## src/include/zzcpu_defs.svh

```systemverilog
`ifndef ZZCPU_DEFS_SVH
`define ZZCPU_DEFS_SVH

////////////////////////////////////////////////////////////
// sizes
////////////////////////////////////////////////////////////

// data and pc width
`define ZZ_XLEN 16
// number of general registers
`define ZZ_NREG 8
// pc after reset
`define ZZ_RESET_PC 16'h0000

////////////////////////////////////////////////////////////
// major opcodes, instr[15:11]
////////////////////////////////////////////////////////////

`define ZZ_OP_NOP 5'b00001
`define ZZ_OP_B 5'b00010
`define ZZ_OP_BEQZ 5'b00100
`define ZZ_OP_ADDIU 5'b01001
`define ZZ_OP_LI 5'b01101
// three-register group, function in instr[1:0]
`define ZZ_OP_RRR 5'b11100
// two-register group, function in instr[4:0]
`define ZZ_OP_RR 5'b11101

// function fields
`define ZZ_FN_ADDU 2'b01
`define ZZ_FN_SUBU 2'b11
`define ZZ_FN_AND 5'b01100
`define ZZ_FN_OR 5'b01101

// bubble loaded into if/id on reset and flush
`define ZZ_NOP_INSTR 16'h0800

`endif

```

## src/hw/zzcpu_pkg.sv

```systemverilog
`include "zzcpu_defs.svh"

// shared core types
package zzcpu_pkg;

	// one machine word, data or pc
	typedef logic [`ZZ_XLEN-1:0] word_t;

	// register number, 3 bits for 8 registers
	typedef logic [$clog2(`ZZ_NREG)-1:0] reg_idx_t;

	////////////////////////////////////////////////////////////
	// alu operations
	////////////////////////////////////////////////////////////

	// pass_b forwards operand b, used by li
	typedef enum logic [2:0] {
		alu_add,
		alu_sub,
		alu_and,
		alu_or,
		alu_pass_b
	} alu_op_t;

endpackage

```

## src/hw/decoder.sv

```systemverilog
`timescale 1ns/1ps
`include "zzcpu_defs.svh"

module decoder (
	input zzcpu_pkg::word_t if_instr_i,
	input zzcpu_pkg::word_t if_pc_i,
	input zzcpu_pkg::word_t rdata1_i,
	output zzcpu_pkg::reg_idx_t rd_idx1_o,
	output zzcpu_pkg::reg_idx_t rd_idx2_o,
	output zzcpu_pkg::alu_op_t alu_op_o,
	output logic wr_en_o,
	output zzcpu_pkg::reg_idx_t wr_reg_o,
	output zzcpu_pkg::word_t imm_o,
	output logic use_imm_o,
	output logic br_taken_o,
	output zzcpu_pkg::word_t br_target_o
);

	////////////////////////////////////////////////////////////
	// field split
	////////////////////////////////////////////////////////////

	logic [4:0] opcode;
	zzcpu_pkg::reg_idx_t rx;
	zzcpu_pkg::reg_idx_t ry;
	zzcpu_pkg::reg_idx_t rz;
	logic [7:0] imm8;
	logic [10:0] imm11;
	zzcpu_pkg::word_t imm8_zext;
	zzcpu_pkg::word_t imm8_sext;
	zzcpu_pkg::word_t imm11_sext;
	zzcpu_pkg::word_t pc_plus1;

	assign opcode = if_instr_i[15:11];
	assign rx = if_instr_i[10:8];
	assign ry = if_instr_i[7:5];
	assign rz = if_instr_i[4:2];
	assign imm8 = if_instr_i[7:0];
	assign imm11 = if_instr_i[10:0];

	// immediate extension
	assign imm8_zext = {{(`ZZ_XLEN-8){1'b0}}, imm8};
	assign imm8_sext = {{(`ZZ_XLEN-8){imm8[7]}}, imm8};
	assign imm11_sext = {{(`ZZ_XLEN-11){imm11[10]}}, imm11};

	// branches are relative to the slot after the branch
	assign pc_plus1 = if_pc_i + 1'b1;

	// every reading instruction uses rx as port 1 and ry as port 2
	assign rd_idx1_o = rx;
	assign rd_idx2_o = ry;

	////////////////////////////////////////////////////////////
	// control decode
	////////////////////////////////////////////////////////////

	always_comb begin
		// defaults give a bubble
		alu_op_o = zzcpu_pkg::alu_pass_b;
		wr_en_o = 1'b0;
		wr_reg_o = rx;
		imm_o = imm8_zext;
		use_imm_o = 1'b0;
		br_taken_o = 1'b0;
		br_target_o = pc_plus1 + imm8_sext;
		case (opcode)
			`ZZ_OP_NOP: begin
				// nothing to do
			end
			`ZZ_OP_LI: begin
				wr_en_o = 1'b1;
				use_imm_o = 1'b1;
			end
			`ZZ_OP_ADDIU: begin
				alu_op_o = zzcpu_pkg::alu_add;
				wr_en_o = 1'b1;
				imm_o = imm8_sext;
				use_imm_o = 1'b1;
			end
			`ZZ_OP_RRR: begin
				// result lands in rz
				wr_reg_o = rz;
				if (if_instr_i[1:0] == `ZZ_FN_ADDU) begin
					alu_op_o = zzcpu_pkg::alu_add;
					wr_en_o = 1'b1;
				end else if (if_instr_i[1:0] == `ZZ_FN_SUBU) begin
					alu_op_o = zzcpu_pkg::alu_sub;
					wr_en_o = 1'b1;
				end
			end
			`ZZ_OP_RR: begin
				if (if_instr_i[4:0] == `ZZ_FN_AND) begin
					alu_op_o = zzcpu_pkg::alu_and;
					wr_en_o = 1'b1;
				end else if (if_instr_i[4:0] == `ZZ_FN_OR) begin
					alu_op_o = zzcpu_pkg::alu_or;
					wr_en_o = 1'b1;
				end
			end
			`ZZ_OP_B: begin
				br_taken_o = 1'b1;
				br_target_o = pc_plus1 + imm11_sext;
			end
			`ZZ_OP_BEQZ: begin
				// rdata1 already carries the heap bypass
				br_taken_o = (rdata1_i == '0);
			end
			default: begin
				// undefined encodings fall through as nop
			end
		endcase
	end

endmodule

```

## src/hw/execute_stage.sv

```systemverilog
`timescale 1ns/1ps
`include "zzcpu_defs.svh"

module execute_stage (
	input logic clk,
	input logic rst_i,
	input logic stall_i,
	input zzcpu_pkg::alu_op_t alu_op_i,
	input logic wr_en_i,
	input zzcpu_pkg::reg_idx_t wr_reg_i,
	input zzcpu_pkg::word_t imm_i,
	input logic use_imm_i,
	input zzcpu_pkg::word_t rdata1_i,
	input zzcpu_pkg::word_t rdata2_i,
	output logic wr_en_o,
	output zzcpu_pkg::reg_idx_t wr_reg_o,
	output zzcpu_pkg::word_t wr_data_o
);

	// id/ex control
	zzcpu_pkg::alu_op_t ex_alu_op;
	logic ex_wr_en;
	logic ex_use_imm;
	// id/ex payload
	zzcpu_pkg::reg_idx_t ex_wr_reg;
	zzcpu_pkg::word_t ex_imm;
	zzcpu_pkg::word_t ex_a;
	zzcpu_pkg::word_t ex_b;
	// alu operand b and result
	zzcpu_pkg::word_t op_b;
	zzcpu_pkg::word_t alu_res;

	////////////////////////////////////////////////////////////
	// id/ex register
	////////////////////////////////////////////////////////////

	always_ff @(posedge clk) begin
		if (rst_i) begin
			ex_alu_op <= zzcpu_pkg::alu_pass_b;
			ex_wr_en <= 1'b0;
			ex_use_imm <= 1'b0;
		end else if (!stall_i) begin
			ex_alu_op <= alu_op_i;
			ex_wr_en <= wr_en_i;
			ex_use_imm <= use_imm_i;
		end
	end

	always_ff @(posedge clk) begin
		if (!stall_i) begin
			ex_wr_reg <= wr_reg_i;
			ex_imm <= imm_i;
			ex_a <= rdata1_i;
			ex_b <= rdata2_i;
		end
	end

	////////////////////////////////////////////////////////////
	// alu
	////////////////////////////////////////////////////////////

	// immediate forms replace ry
	assign op_b = ex_use_imm ? ex_imm : ex_b;

	always_comb begin
		case (ex_alu_op)
			zzcpu_pkg::alu_add: alu_res = ex_a + op_b;
			zzcpu_pkg::alu_sub: alu_res = ex_a - op_b;
			zzcpu_pkg::alu_and: alu_res = ex_a & op_b;
			zzcpu_pkg::alu_or: alu_res = ex_a | op_b;
			default: alu_res = op_b;
		endcase
	end

	// write-back port held off while the pipe is frozen
	assign wr_en_o = ex_wr_en & ~stall_i;
	assign wr_reg_o = ex_wr_reg;
	assign wr_data_o = alu_res;

	// a real write-back carries a resolved result
	a_wb_data_known: assert property (@(posedge clk) disable iff (rst_i)
		wr_en_o |-> !$isunknown(wr_data_o));

endmodule

```

## src/hw/fetch_stage.sv

```systemverilog
`timescale 1ns/1ps
`include "zzcpu_defs.svh"

module fetch_stage (
	input logic clk,
	input logic rst_i,
	input logic stall_i,
	input logic br_taken_i,
	input zzcpu_pkg::word_t br_target_i,
	output zzcpu_pkg::word_t imem_addr_o,
	input zzcpu_pkg::word_t imem_data_i,
	output zzcpu_pkg::word_t if_pc_o,
	output zzcpu_pkg::word_t if_instr_o
);

	// current fetch address
	zzcpu_pkg::word_t pc_q;
	// if/id register
	zzcpu_pkg::word_t if_pc_q;
	zzcpu_pkg::word_t if_instr_q;

	////////////////////////////////////////////////////////////
	// program counter
	////////////////////////////////////////////////////////////

	always_ff @(posedge clk) begin
		if (rst_i) begin
			pc_q <= `ZZ_RESET_PC;
		end else if (!stall_i) begin
			// redirect wins over sequential fetch
			if (br_taken_i) begin
				pc_q <= br_target_i;
			end else begin
				pc_q <= pc_q + 1'b1;
			end
		end
	end

	// async sram port, data comes back same cycle
	assign imem_addr_o = pc_q;

	////////////////////////////////////////////////////////////
	// if/id register
	////////////////////////////////////////////////////////////

	always_ff @(posedge clk) begin
		if (rst_i) begin
			if_instr_q <= `ZZ_NOP_INSTR;
			if_pc_q <= `ZZ_RESET_PC;
		end else if (!stall_i) begin
			// squash the one sequential slot behind a taken branch
			if (br_taken_i) begin
				if_instr_q <= `ZZ_NOP_INSTR;
			end else begin
				if_instr_q <= imem_data_i;
			end
			if_pc_q <= pc_q;
		end
	end

	assign if_pc_o = if_pc_q;
	assign if_instr_o = if_instr_q;

	// branch target comes from decode, must stay resolved
	a_pc_known: assert property (@(posedge clk) disable iff (rst_i) !$isunknown(pc_q));

endmodule

```

## src/hw/register_heap.sv

```systemverilog
`timescale 1ns/1ps
`include "zzcpu_defs.svh"

module register_heap (
	input logic clk,
	input logic rst_i,
	input zzcpu_pkg::reg_idx_t rd_idx1_i,
	input zzcpu_pkg::reg_idx_t rd_idx2_i,
	input logic wr_en_i,
	input zzcpu_pkg::reg_idx_t wr_reg_i,
	input zzcpu_pkg::word_t wr_data_i,
	output zzcpu_pkg::word_t rdata1_o,
	output zzcpu_pkg::word_t rdata2_o
);

	// general registers r0..r7
	zzcpu_pkg::word_t regs_q [`ZZ_NREG];

	////////////////////////////////////////////////////////////
	// write port
	////////////////////////////////////////////////////////////

	always_ff @(posedge clk) begin
		if (rst_i) begin
			for (int i = 0; i < `ZZ_NREG; i++) begin
				regs_q[i] <= '0;
			end
		end else if (wr_en_i) begin
			regs_q[wr_reg_i] <= wr_data_i;
		end
	end

	////////////////////////////////////////////////////////////
	// read ports with write-through
	////////////////////////////////////////////////////////////

	// a write in flight this cycle shows up on the read
	// so the next instruction sees it without a stall
	always_comb begin
		if (wr_en_i && (wr_reg_i == rd_idx1_i)) begin
			rdata1_o = wr_data_i;
		end else begin
			rdata1_o = regs_q[rd_idx1_i];
		end
	end

	always_comb begin
		if (wr_en_i && (wr_reg_i == rd_idx2_i)) begin
			rdata2_o = wr_data_i;
		end else begin
			rdata2_o = regs_q[rd_idx2_i];
		end
	end

	// execute must hand over a resolved destination
	a_wr_reg_known: assert property (@(posedge clk) disable iff (rst_i)
		wr_en_i |-> !$isunknown(wr_reg_i));

endmodule

```

## src/hw/zzcpu.sv

```systemverilog
`timescale 1ns/1ps
`include "zzcpu_defs.svh"

module zzcpu (
	input logic clk,
	input logic rst_i,
	input logic stall_i,
	// program memory, async read
	output zzcpu_pkg::word_t imem_addr_o,
	input zzcpu_pkg::word_t imem_data_i,
	// write-back trace
	output logic wb_en_o,
	output zzcpu_pkg::reg_idx_t wb_reg_o,
	output zzcpu_pkg::word_t wb_data_o
);

	////////////////////////////////////////////////////////////
	// stage wires
	////////////////////////////////////////////////////////////

	// if/id to decode
	zzcpu_pkg::word_t if_pc;
	zzcpu_pkg::word_t if_instr;
	// decode back to fetch
	logic br_taken;
	zzcpu_pkg::word_t br_target;
	// decode and heap read side
	zzcpu_pkg::reg_idx_t rd_idx1;
	zzcpu_pkg::reg_idx_t rd_idx2;
	zzcpu_pkg::word_t rdata1;
	zzcpu_pkg::word_t rdata2;
	// decode to execute
	zzcpu_pkg::alu_op_t id_alu_op;
	logic id_wr_en;
	zzcpu_pkg::reg_idx_t id_wr_reg;
	zzcpu_pkg::word_t id_imm;
	logic id_use_imm;
	// execute write port
	logic wr_en;
	zzcpu_pkg::reg_idx_t wr_reg;
	zzcpu_pkg::word_t wr_data;

	fetch_stage u_fetch (
		.clk(clk),
		.rst_i(rst_i),
		.stall_i(stall_i),
		.br_taken_i(br_taken),
		.br_target_i(br_target),
		.imem_addr_o(imem_addr_o),
		.imem_data_i(imem_data_i),
		.if_pc_o(if_pc),
		.if_instr_o(if_instr)
	);

	// decode and heap look at the same instruction in parallel
	decoder u_decoder (
		.if_instr_i(if_instr),
		.if_pc_i(if_pc),
		.rdata1_i(rdata1),
		.rd_idx1_o(rd_idx1),
		.rd_idx2_o(rd_idx2),
		.alu_op_o(id_alu_op),
		.wr_en_o(id_wr_en),
		.wr_reg_o(id_wr_reg),
		.imm_o(id_imm),
		.use_imm_o(id_use_imm),
		.br_taken_o(br_taken),
		.br_target_o(br_target)
	);

	register_heap u_regheap (
		.clk(clk),
		.rst_i(rst_i),
		.rd_idx1_i(rd_idx1),
		.rd_idx2_i(rd_idx2),
		.wr_en_i(wr_en),
		.wr_reg_i(wr_reg),
		.wr_data_i(wr_data),
		.rdata1_o(rdata1),
		.rdata2_o(rdata2)
	);

	execute_stage u_execute (
		.clk(clk),
		.rst_i(rst_i),
		.stall_i(stall_i),
		.alu_op_i(id_alu_op),
		.wr_en_i(id_wr_en),
		.wr_reg_i(id_wr_reg),
		.imm_i(id_imm),
		.use_imm_i(id_use_imm),
		.rdata1_i(rdata1),
		.rdata2_i(rdata2),
		.wr_en_o(wr_en),
		.wr_reg_o(wr_reg),
		.wr_data_o(wr_data)
	);

	// trace mirrors the heap write port
	assign wb_en_o = wr_en;
	assign wb_reg_o = wr_reg;
	assign wb_data_o = wr_data;

endmodule

```

## config.mk

```make
export PLATFORM = sky130hd
export DESIGN_NAME = zzcpu
export DESIGN_NICKNAME = d
export VERILOG_FILES = /design/src/hw/zzcpu_pkg.sv /design/src/hw/decoder.sv /design/src/hw/execute_stage.sv /design/src/hw/fetch_stage.sv /design/src/hw/register_heap.sv /design/src/hw/zzcpu.sv
export VERILOG_INCLUDE_DIRS = /design/src /design/src/include
export SDC_FILE = /design/constraint.sdc
export NUM_CORES = 1
export LEC_CHECK = 0
export BUFFER_PORTS_ARGS = -buffer_cell sky130_fd_sc_hd__buf_4
export CAP_MARGIN = 20
export CORE_MARGIN = 4
export CORE_UTILIZATION = 57
export DETAILED_ROUTE_END_ITERATION = 6
export PLACE_DENSITY = 0.84
export SLEW_MARGIN = 40
export SYNTH_ARGS = -nofsm -noshare
export SYNTH_HDL_FRONTEND = slang
export SYNTH_SLANG_ARGS = --single-unit
```

## constraint.sdc

```tcl
create_clock -name clk -period 4.7 [get_ports clk]
set_input_delay 0.235 -clock clk [delete_from_list [all_inputs] [get_ports clk]]
set_output_delay 0.235 -clock clk [all_outputs]
set_load 0.05 [all_outputs]
```

======== Yosys cells after proc, flatten, opt, wreduce, memory -nomap -nowiden ========
Memory sizes are Yosys's and may differ from the RTL's. A register that Yosys moved wholly into a read port is not among the register bits.
Cells that the tools add are included.
operators by class
  equal/unequal tests ..................... 15
  div/mod/pow operators ................... 0
  shifts and indexed selects .............. 0
  mux-type cells .......................... 32
  $lt $le $gt $ge ......................... 0
  $add $sub $neg .......................... 6
  bitwise logic cells ..................... 4
  multipliers ............................. 0
  reductions and logical operators ........ 6
operators with widths
  operator               count
  $mux 16                7
  $pmux 16 s4            1
  $add 16x16->16         3
  $add 16x1->16 const B  2
  $mux 3                 10
  $eq 5x4->1 const B     4
  $and 16x16->16         1
  $logic_not 16->1       1
  $or 16x16->16          1
  $reduce_or 16->1       1
  $sub 16x16->16         1
  $mux 1                 11
  $eq 5x5->1 const B     2
  $pmux 3 s3             1
  $eq 3x2->1 const B     2
  $eq 3x3->1             2
  $eq 5x2->1 const B     1
  $eq 5x3->1 const B     1
  $eq 3x1->1 const B     1
  $logic_not 3->1        1
  $pmux 1 s3             1
  $eq 2x1->1 const B     1
  $eq 2x2->1 const B     1
  $logic_and 1x1->1      2
  4 further kinds        4
word-level totals
  logic and storage cells ................. 75
  register bits after elaboration ......... 97
  output and inout port bits .............. 36
  memories ................................ 1
  memory bits (writable) .................. 128
  bits in latches ......................... 0
  memory bits (read-only) ................. 0
  input bits .............................. 19
memory list
  name              depth  bits a word  rd ports  clocked after Yosys merged registers in  wr ports  RTL line             text
  u_regheap.regs_q  8      16           2         2                                        8         register_heap.sv:17  zzcpu_pkg::word_t regs_q [`ZZ_NREG];

======== Logic depth before layout (Yosys ltp) ========
  depth in word-level cells ............... 9
  mapped depth ............................ 25
  depth with buffers taken out ............ 19

======== Hierarchy ========
Synthesis repeated with hierarchy kept, for this count alone.
second synthesis, totals
  cells, all modules ...................... 1260
  area total of the unflattened synthesis .. 14815.5 um^2
by module, submodules not included
  module         area each (um^2)  cells an instance  seq. area each (um^2)  times used
  register_heap  7453.4            445                3843.7                 1
  execute_stage  3629.7            358                1631.6                 1
  fetch_stage    2119.5            240                960.9                  1
  decoder        1612.8            217                0.0                    1

======== Worst setup path after synthesis ========
Ideal clock, no wire load.
  path kind ............................... register to register
  start point ............................. register u_execute.ex_use_imm
  end point ............................... register u_fetch.pc_q[2] (netlist: u_fetch.imem_addr_o[2])
  clock period less this slack ............ 4801 ps
  required time ........................... 4578 ps
  path buffers ............................ 5
  setup time .............................. 122 ps
  slack ................................... -101 ps
  cell stages (with the launch flop) ...... 25
  data arrival time ....................... 4679 ps
  path through ............................ dfxtp_1 > buf_2 > buf_6 > buf_4 > mux2i_1 > ha_1 > nand2_1 > nor3_1 > and3_1 > nor2_1 > xor2_1 > ha_1 > inv_1 > o2111ai_1 > a211o_1 > o2111ai_1 > a31o_2 > clkbuf_1 > a21oi_1 > nor2_1 > or4b_4 > and2_4 > buf_6 > a32o_1 > a311o_1
on the way
  longest elaborated chain between the ends .. 7
  elaborated cells between the ends (all ways) .. 10
  those cells by class .................... 2 x add/sub; 5 x mux; 2 x bitwise; 1 x reduce/logical
RTL lines
  element                                       RTL line             text
  start, declared                               execute_stage.sv:23  logic ex_use_imm;
  start signal, assigned                        execute_stage.sv:45  ex_use_imm <= use_imm_i;
  $mux 16 (*)                                   execute_stage.sv:63  assign op_b = ex_use_imm ? ex_imm : ex_b;
  $sub 16x16->16, or another cell as far along  execute_stage.sv:68  zzcpu_pkg::alu_sub: alu_res = ex_a - op_b;
  $pmux 16 s4 (*)                               execute_stage.sv:66  case (ex_alu_op)
  $mux 16 (*)                                   register_heap.sv:40  if (wr_en_i && (wr_reg_i == rd_idx1_i)) begin
  named net rdata1[12]                          zzcpu.sv:30          zzcpu_pkg::word_t rdata1;
  $logic_not 16->1 (*)                          decoder.sv:106       br_taken_o = (rdata1_i == '0);
  $pmux 1 s2 (*)                                decoder.sv:66        case (opcode)
  $mux 16 (*)                                   fetch_stage.sv:31    if (br_taken_i) begin
  end signal, assigned                          fetch_stage.sv:28    pc_q <= `ZZ_RESET_PC;
  end signal, assigned                          fetch_stage.sv:32    pc_q <= br_target_i;
  end signal, assigned                          fetch_stage.sv:34    pc_q <= pc_q + 1'b1;
  end, declared                                 fetch_stage.sv:17    zzcpu_pkg::word_t pc_q;
The timed path passes the listed nets; every way through them passes the cells marked *.
A chain may end at the register's enable or synchronous reset.

======== Worst setup path after layout ========
  start point ............................. register u_execute.ex_imm[2]
  end point ............................... register u_fetch.pc_q[2] (netlist: u_fetch.imem_addr_o[2])
on the way
  longest elaborated chain between the ends .. 7
  elaborated cells between the ends (all ways) .. 10
  those cells by class .................... 2 x add/sub; 5 x mux; 2 x bitwise; 1 x reduce/logical
RTL lines
  element                                       RTL line             text
  start, declared                               execute_stage.sv:26  zzcpu_pkg::word_t ex_imm;
  start signal, assigned                        execute_stage.sv:52  ex_imm <= imm_i;
  $mux 16 (*)                                   execute_stage.sv:63
  $sub 16x16->16, or another cell as far along  execute_stage.sv:68
  $pmux 16 s4 (*)                               execute_stage.sv:66
  $mux 16 (*)                                   register_heap.sv:40
  $logic_not 16->1 (*)                          decoder.sv:106
  $pmux 1 s2 (*)                                decoder.sv:66
  $mux 16 (*)                                   fetch_stage.sv:31
Every way passes the cells marked *; elsewhere a longest branch is shown, timed or not.

==> impl_metrics.tcl <==
set metrics [dict create \
    status "complete, but fails checks" \
    violations "negative setup slack" \
    htree_levels 1 \
    slowest_delay_ns 0.63 \
    grt_pass1_wl_mm 60.9 \
    synthArstFlopShare_pct 0 \
    initial_utilization_pct 58.4 \
    synth_top_cell_by_area "edfxtp_1" \
    globalplace.congestion 0.951 \
    syn_to_final_growth_pct 15.5 \
    cp_max_fo 7 \
    finClkSkew_ns 0.0213 \
    fmax_mhz 212 \
    arrival_ns 5.11 \
    power_density_nw_per_um2 344 \
    grt_start_max_net_pins 76 \
    crit_chain "nor4b_1 > buf_4 > nor2_1 > o21ai_0 > xor2_1 > ha_1 > nand3_1 > nand2_1 > nor3_2 > xnor2_1 > a2111o_1 > a21oi_2 > nand4_1 > or4b_4 > and2_4 > a32o_1 > a311o_1" \
    placement.io_buffers 54 \
    synth_cell_types 83 \
    fillers 1688 \
    regArea_sq_um 6350 \
    cp-start-kind "flop" \
    syn-num-nets 1375 \
    wl_per_cell_microns 22.8 \
    max-cap-violations 0 \
    synthTopCellsByCount "nor2_1 (215), edfxtp_1 (172), a21oi_1 (111)" \
    static-leakage-power_nw 6.10 \
    intPower_mw 3.91 \
    coreArea_sq_um 23600 \
    synth_enable_flop_cells 172 \
    p_comb_share_pct 20.4 \
    antenna_found_initial 1 \
    fp.dieArea_sq_um 26700 \
    io_pins 55 \
    cts.sinks 231 \
    path_class "reg2reg" \
    drc_errors 0 \
    num_vias 11500 \
    wirelength_mm 39.3 \
    yosysMostFrequentCell "nor2_1" \
    rows 56 \
    cts_buffer_depth 3 \
    ys_warn_count 0 \
    grt_pass1_vias 11100 \
    p_seq_share_pct 43.6 \
    fin_nets 1442 \
    tightest_slew_ns 0.893 \
    setup_viol 1 \
    drv_slew 0 \
    synth_cells 1319 \
    timing.final.crit_share_pct 100 \
    layout-drive-gt1-share_pct 22.0 \
    synth_seq_cells 231 \
    die_h_microns 163 \
    die_x_microns 163 \
    slew-limit-headroom_pct 40.3 \
    design_area_sq_um 15900 \
    synth_seq_area_share_pct 46.1 \
    worstPathRequired_ns 5.10 \
    dpl_cell_area_sq_um 14800 \
    synth_top_flop_cell "edfxtp_1" \
    clkPwrFrac_pct 36.0 \
    numCtsBuffers 24 \
    drt_iter0_drc 1559 \
    worst_setup_path_end_kind "flop" \
    critPathSlowestCell "or4b_4" \
    cts_tree "yes" \
    irDropWorstVdd_v 0.000429 \
    dp_hpwl_mm 25.9 \
    overflow 0 \
    clockRootBuffer "clkbuf_16" \
    synth_top_area_share_pct 37.5 \
    syn_area_sq_um 13800 \
    final.setup.worst_slack_ns -0.0102 \
    p_sw_mw 1.56 \
    power.share.switching_pct 28.6 \
    first_pass_iters 6 \
    multi_input_area_sq_um 7110 \
    syn_area_per_cell_sq_um 10.4 \
    antenna_left 0 \
    hold_violations 0 \
    synth.area.top_cells "edfxtp_1 (37%), mux4_2 (10%), dfxtp_1 (8.6%)" \
    grtUsageTotal_pct 28.9 \
    path_clk_slew_ns 0.06 \
    routed_via_density 6.68 \
    post-route-min-period_ns 4.71 \
    min_path_type "in2reg" \
    rsz0062_at_grt "yes" \
    clkLatencyLatePin_ns 0.52 \
    dp_slack_ns -0.0324 \
]
## power by group through the flow
| stage | combinational, mW | sequential (mW) | clock (mW) |
|---|---|---|---|
| 2_1_floorplan | 0.719 | 2.39 | 0 |
| 3_3_place_gp | 1.03 | 2.41 | 0 |
| 3_5_place_dp | 1.05 | 2.42 | 0 |
| 4_1_cts | 1.07 | 2.38 | 1.97 |
| 5_1_grt | 1.20 | 2.39 | 2.05 |
| 6_report | 1.12 | 2.38 | 1.97 |
## sequential cells by signal, indices dropped and copies added, names as in the netlist, named ones only
name                  cells
u_execute.ex_a           16
u_execute.ex_alu_op       3
u_execute.ex_wr_en        1
u_fetch.imem_addr_o      16
u_execute.wr_reg_o        3
u_fetch.if_instr_o       16
u_execute.ex_b           16
u_execute.ex_use_imm      1
u_fetch.if_pc_o          16
u_regheap.regs_q        128
u_execute.ex_imm          9
## cell families (layout without fill, tap and decap cells)
group,Yosys count,after routing,share of synthesized area [%]
other,0,1,0
muxes,118,118,14.4
buffers and inverters,134,217,4.13
and+or+nand+nor,475,475,16.0
DFF,231,231,46.1
adders and majority gates,37,37,3.47
xor gates and xnor gates,53,53,3.37
AOI/OAI and AO/OA,271,271,12.6
## metal layers
layer | up-vias | share of wire, % | wire [microns] | GRT usage, %
li1 | 5010 | - | - | -
met1 | 5556 | 37 | 14400 | 37.7
met2 | 799 | 49 | 19300 | 49.2
met3 | 141 | 11 | 4220 | 5.32
met4 | 0 | 3.6 | 1420 | 9.49
met5 | - | 0 | 0 | 0
## final timing paths
path	start	to	slack, ns	depth (start not counted)
hold reg to reg	u_fetch.if_pc_o[15]	u_fetch.if_pc_o[15]	0.53	2
setup reg to reg	u_execute.ex_imm[2]	u_fetch.imem_addr_o[2]	-0.01	17
hold / removal	imem_data_i[0]	u_fetch.if_instr_o[0]	0.02	3
setup / recovery	u_execute.ex_imm[2]	u_fetch.imem_addr_o[2]	-0.01	17
## placed cells by master (no fill, tap or decap), types with 37 or more instances in the layout
cell      count
nor2_1      214
edfxtp_1    172
buf_4       122
a21oi_1     101
nand2_1      75
mux4_2       62
dfxtp_1      56
nand3_1      44
mux2i_1      42
o21ai_0      38
inv_1        37
## stage by stage
step / utilization (%) / power, mW / hold slack [ns] / setup TNS, ns / instances
floorplan: - / 3.11 / 0.403 / 0 / 1319
CTS: 66.3 / 5.41 / 0.00251 / 0 / 1718
global route: 67.4 / 5.64 / 0.0241 / -5.54 / 1722
detailed placement: 62.8 / 3.47 / 0.488 / -0.117 / 1673
finish: 67.4 / 5.47 / 0.0169 / -0.0102 / 1722
global placement: 62.7 / 3.44 / 0.476 / 0 / 1673
## worst max-delay path, delay by kind of cell (launching register included)
kind	cells	cell delay [ns]
AND/OR/NAND/NOR	8	1.80
AO/OA/AOI/OAI	5	1.45
XOR/XNOR	2	0.39
flip-flops	1	0.45
adder cells (fa/ha/maj)	1	0.33
buffers and inverters	1	0.19
## layout make-up
cell class / instances / area share (%)
Clock inverter: 12 / 0.983
Sequential cell: 231 / 39.9
Clock buffer: 30 / 4.05
Tap cell: 319 / 2.51
Multi-Input combinational cell: 954 / 44.7
Inverter: 41 / 0.967
Timing Repair Buffer: 134 / 6.89
Antenna cell: 1 / 0.0157
## what timing repair did
item	in CTS	in global routing
buffers inserted	0	2
resized for setup	2	46
gates cloned	0	1
endpoints found under the setup margin	24	38
hold buffers	3	0
endpoints found under the hold margin	3	0
pin swaps	0	14
Power figures use the tool's default switching activity.
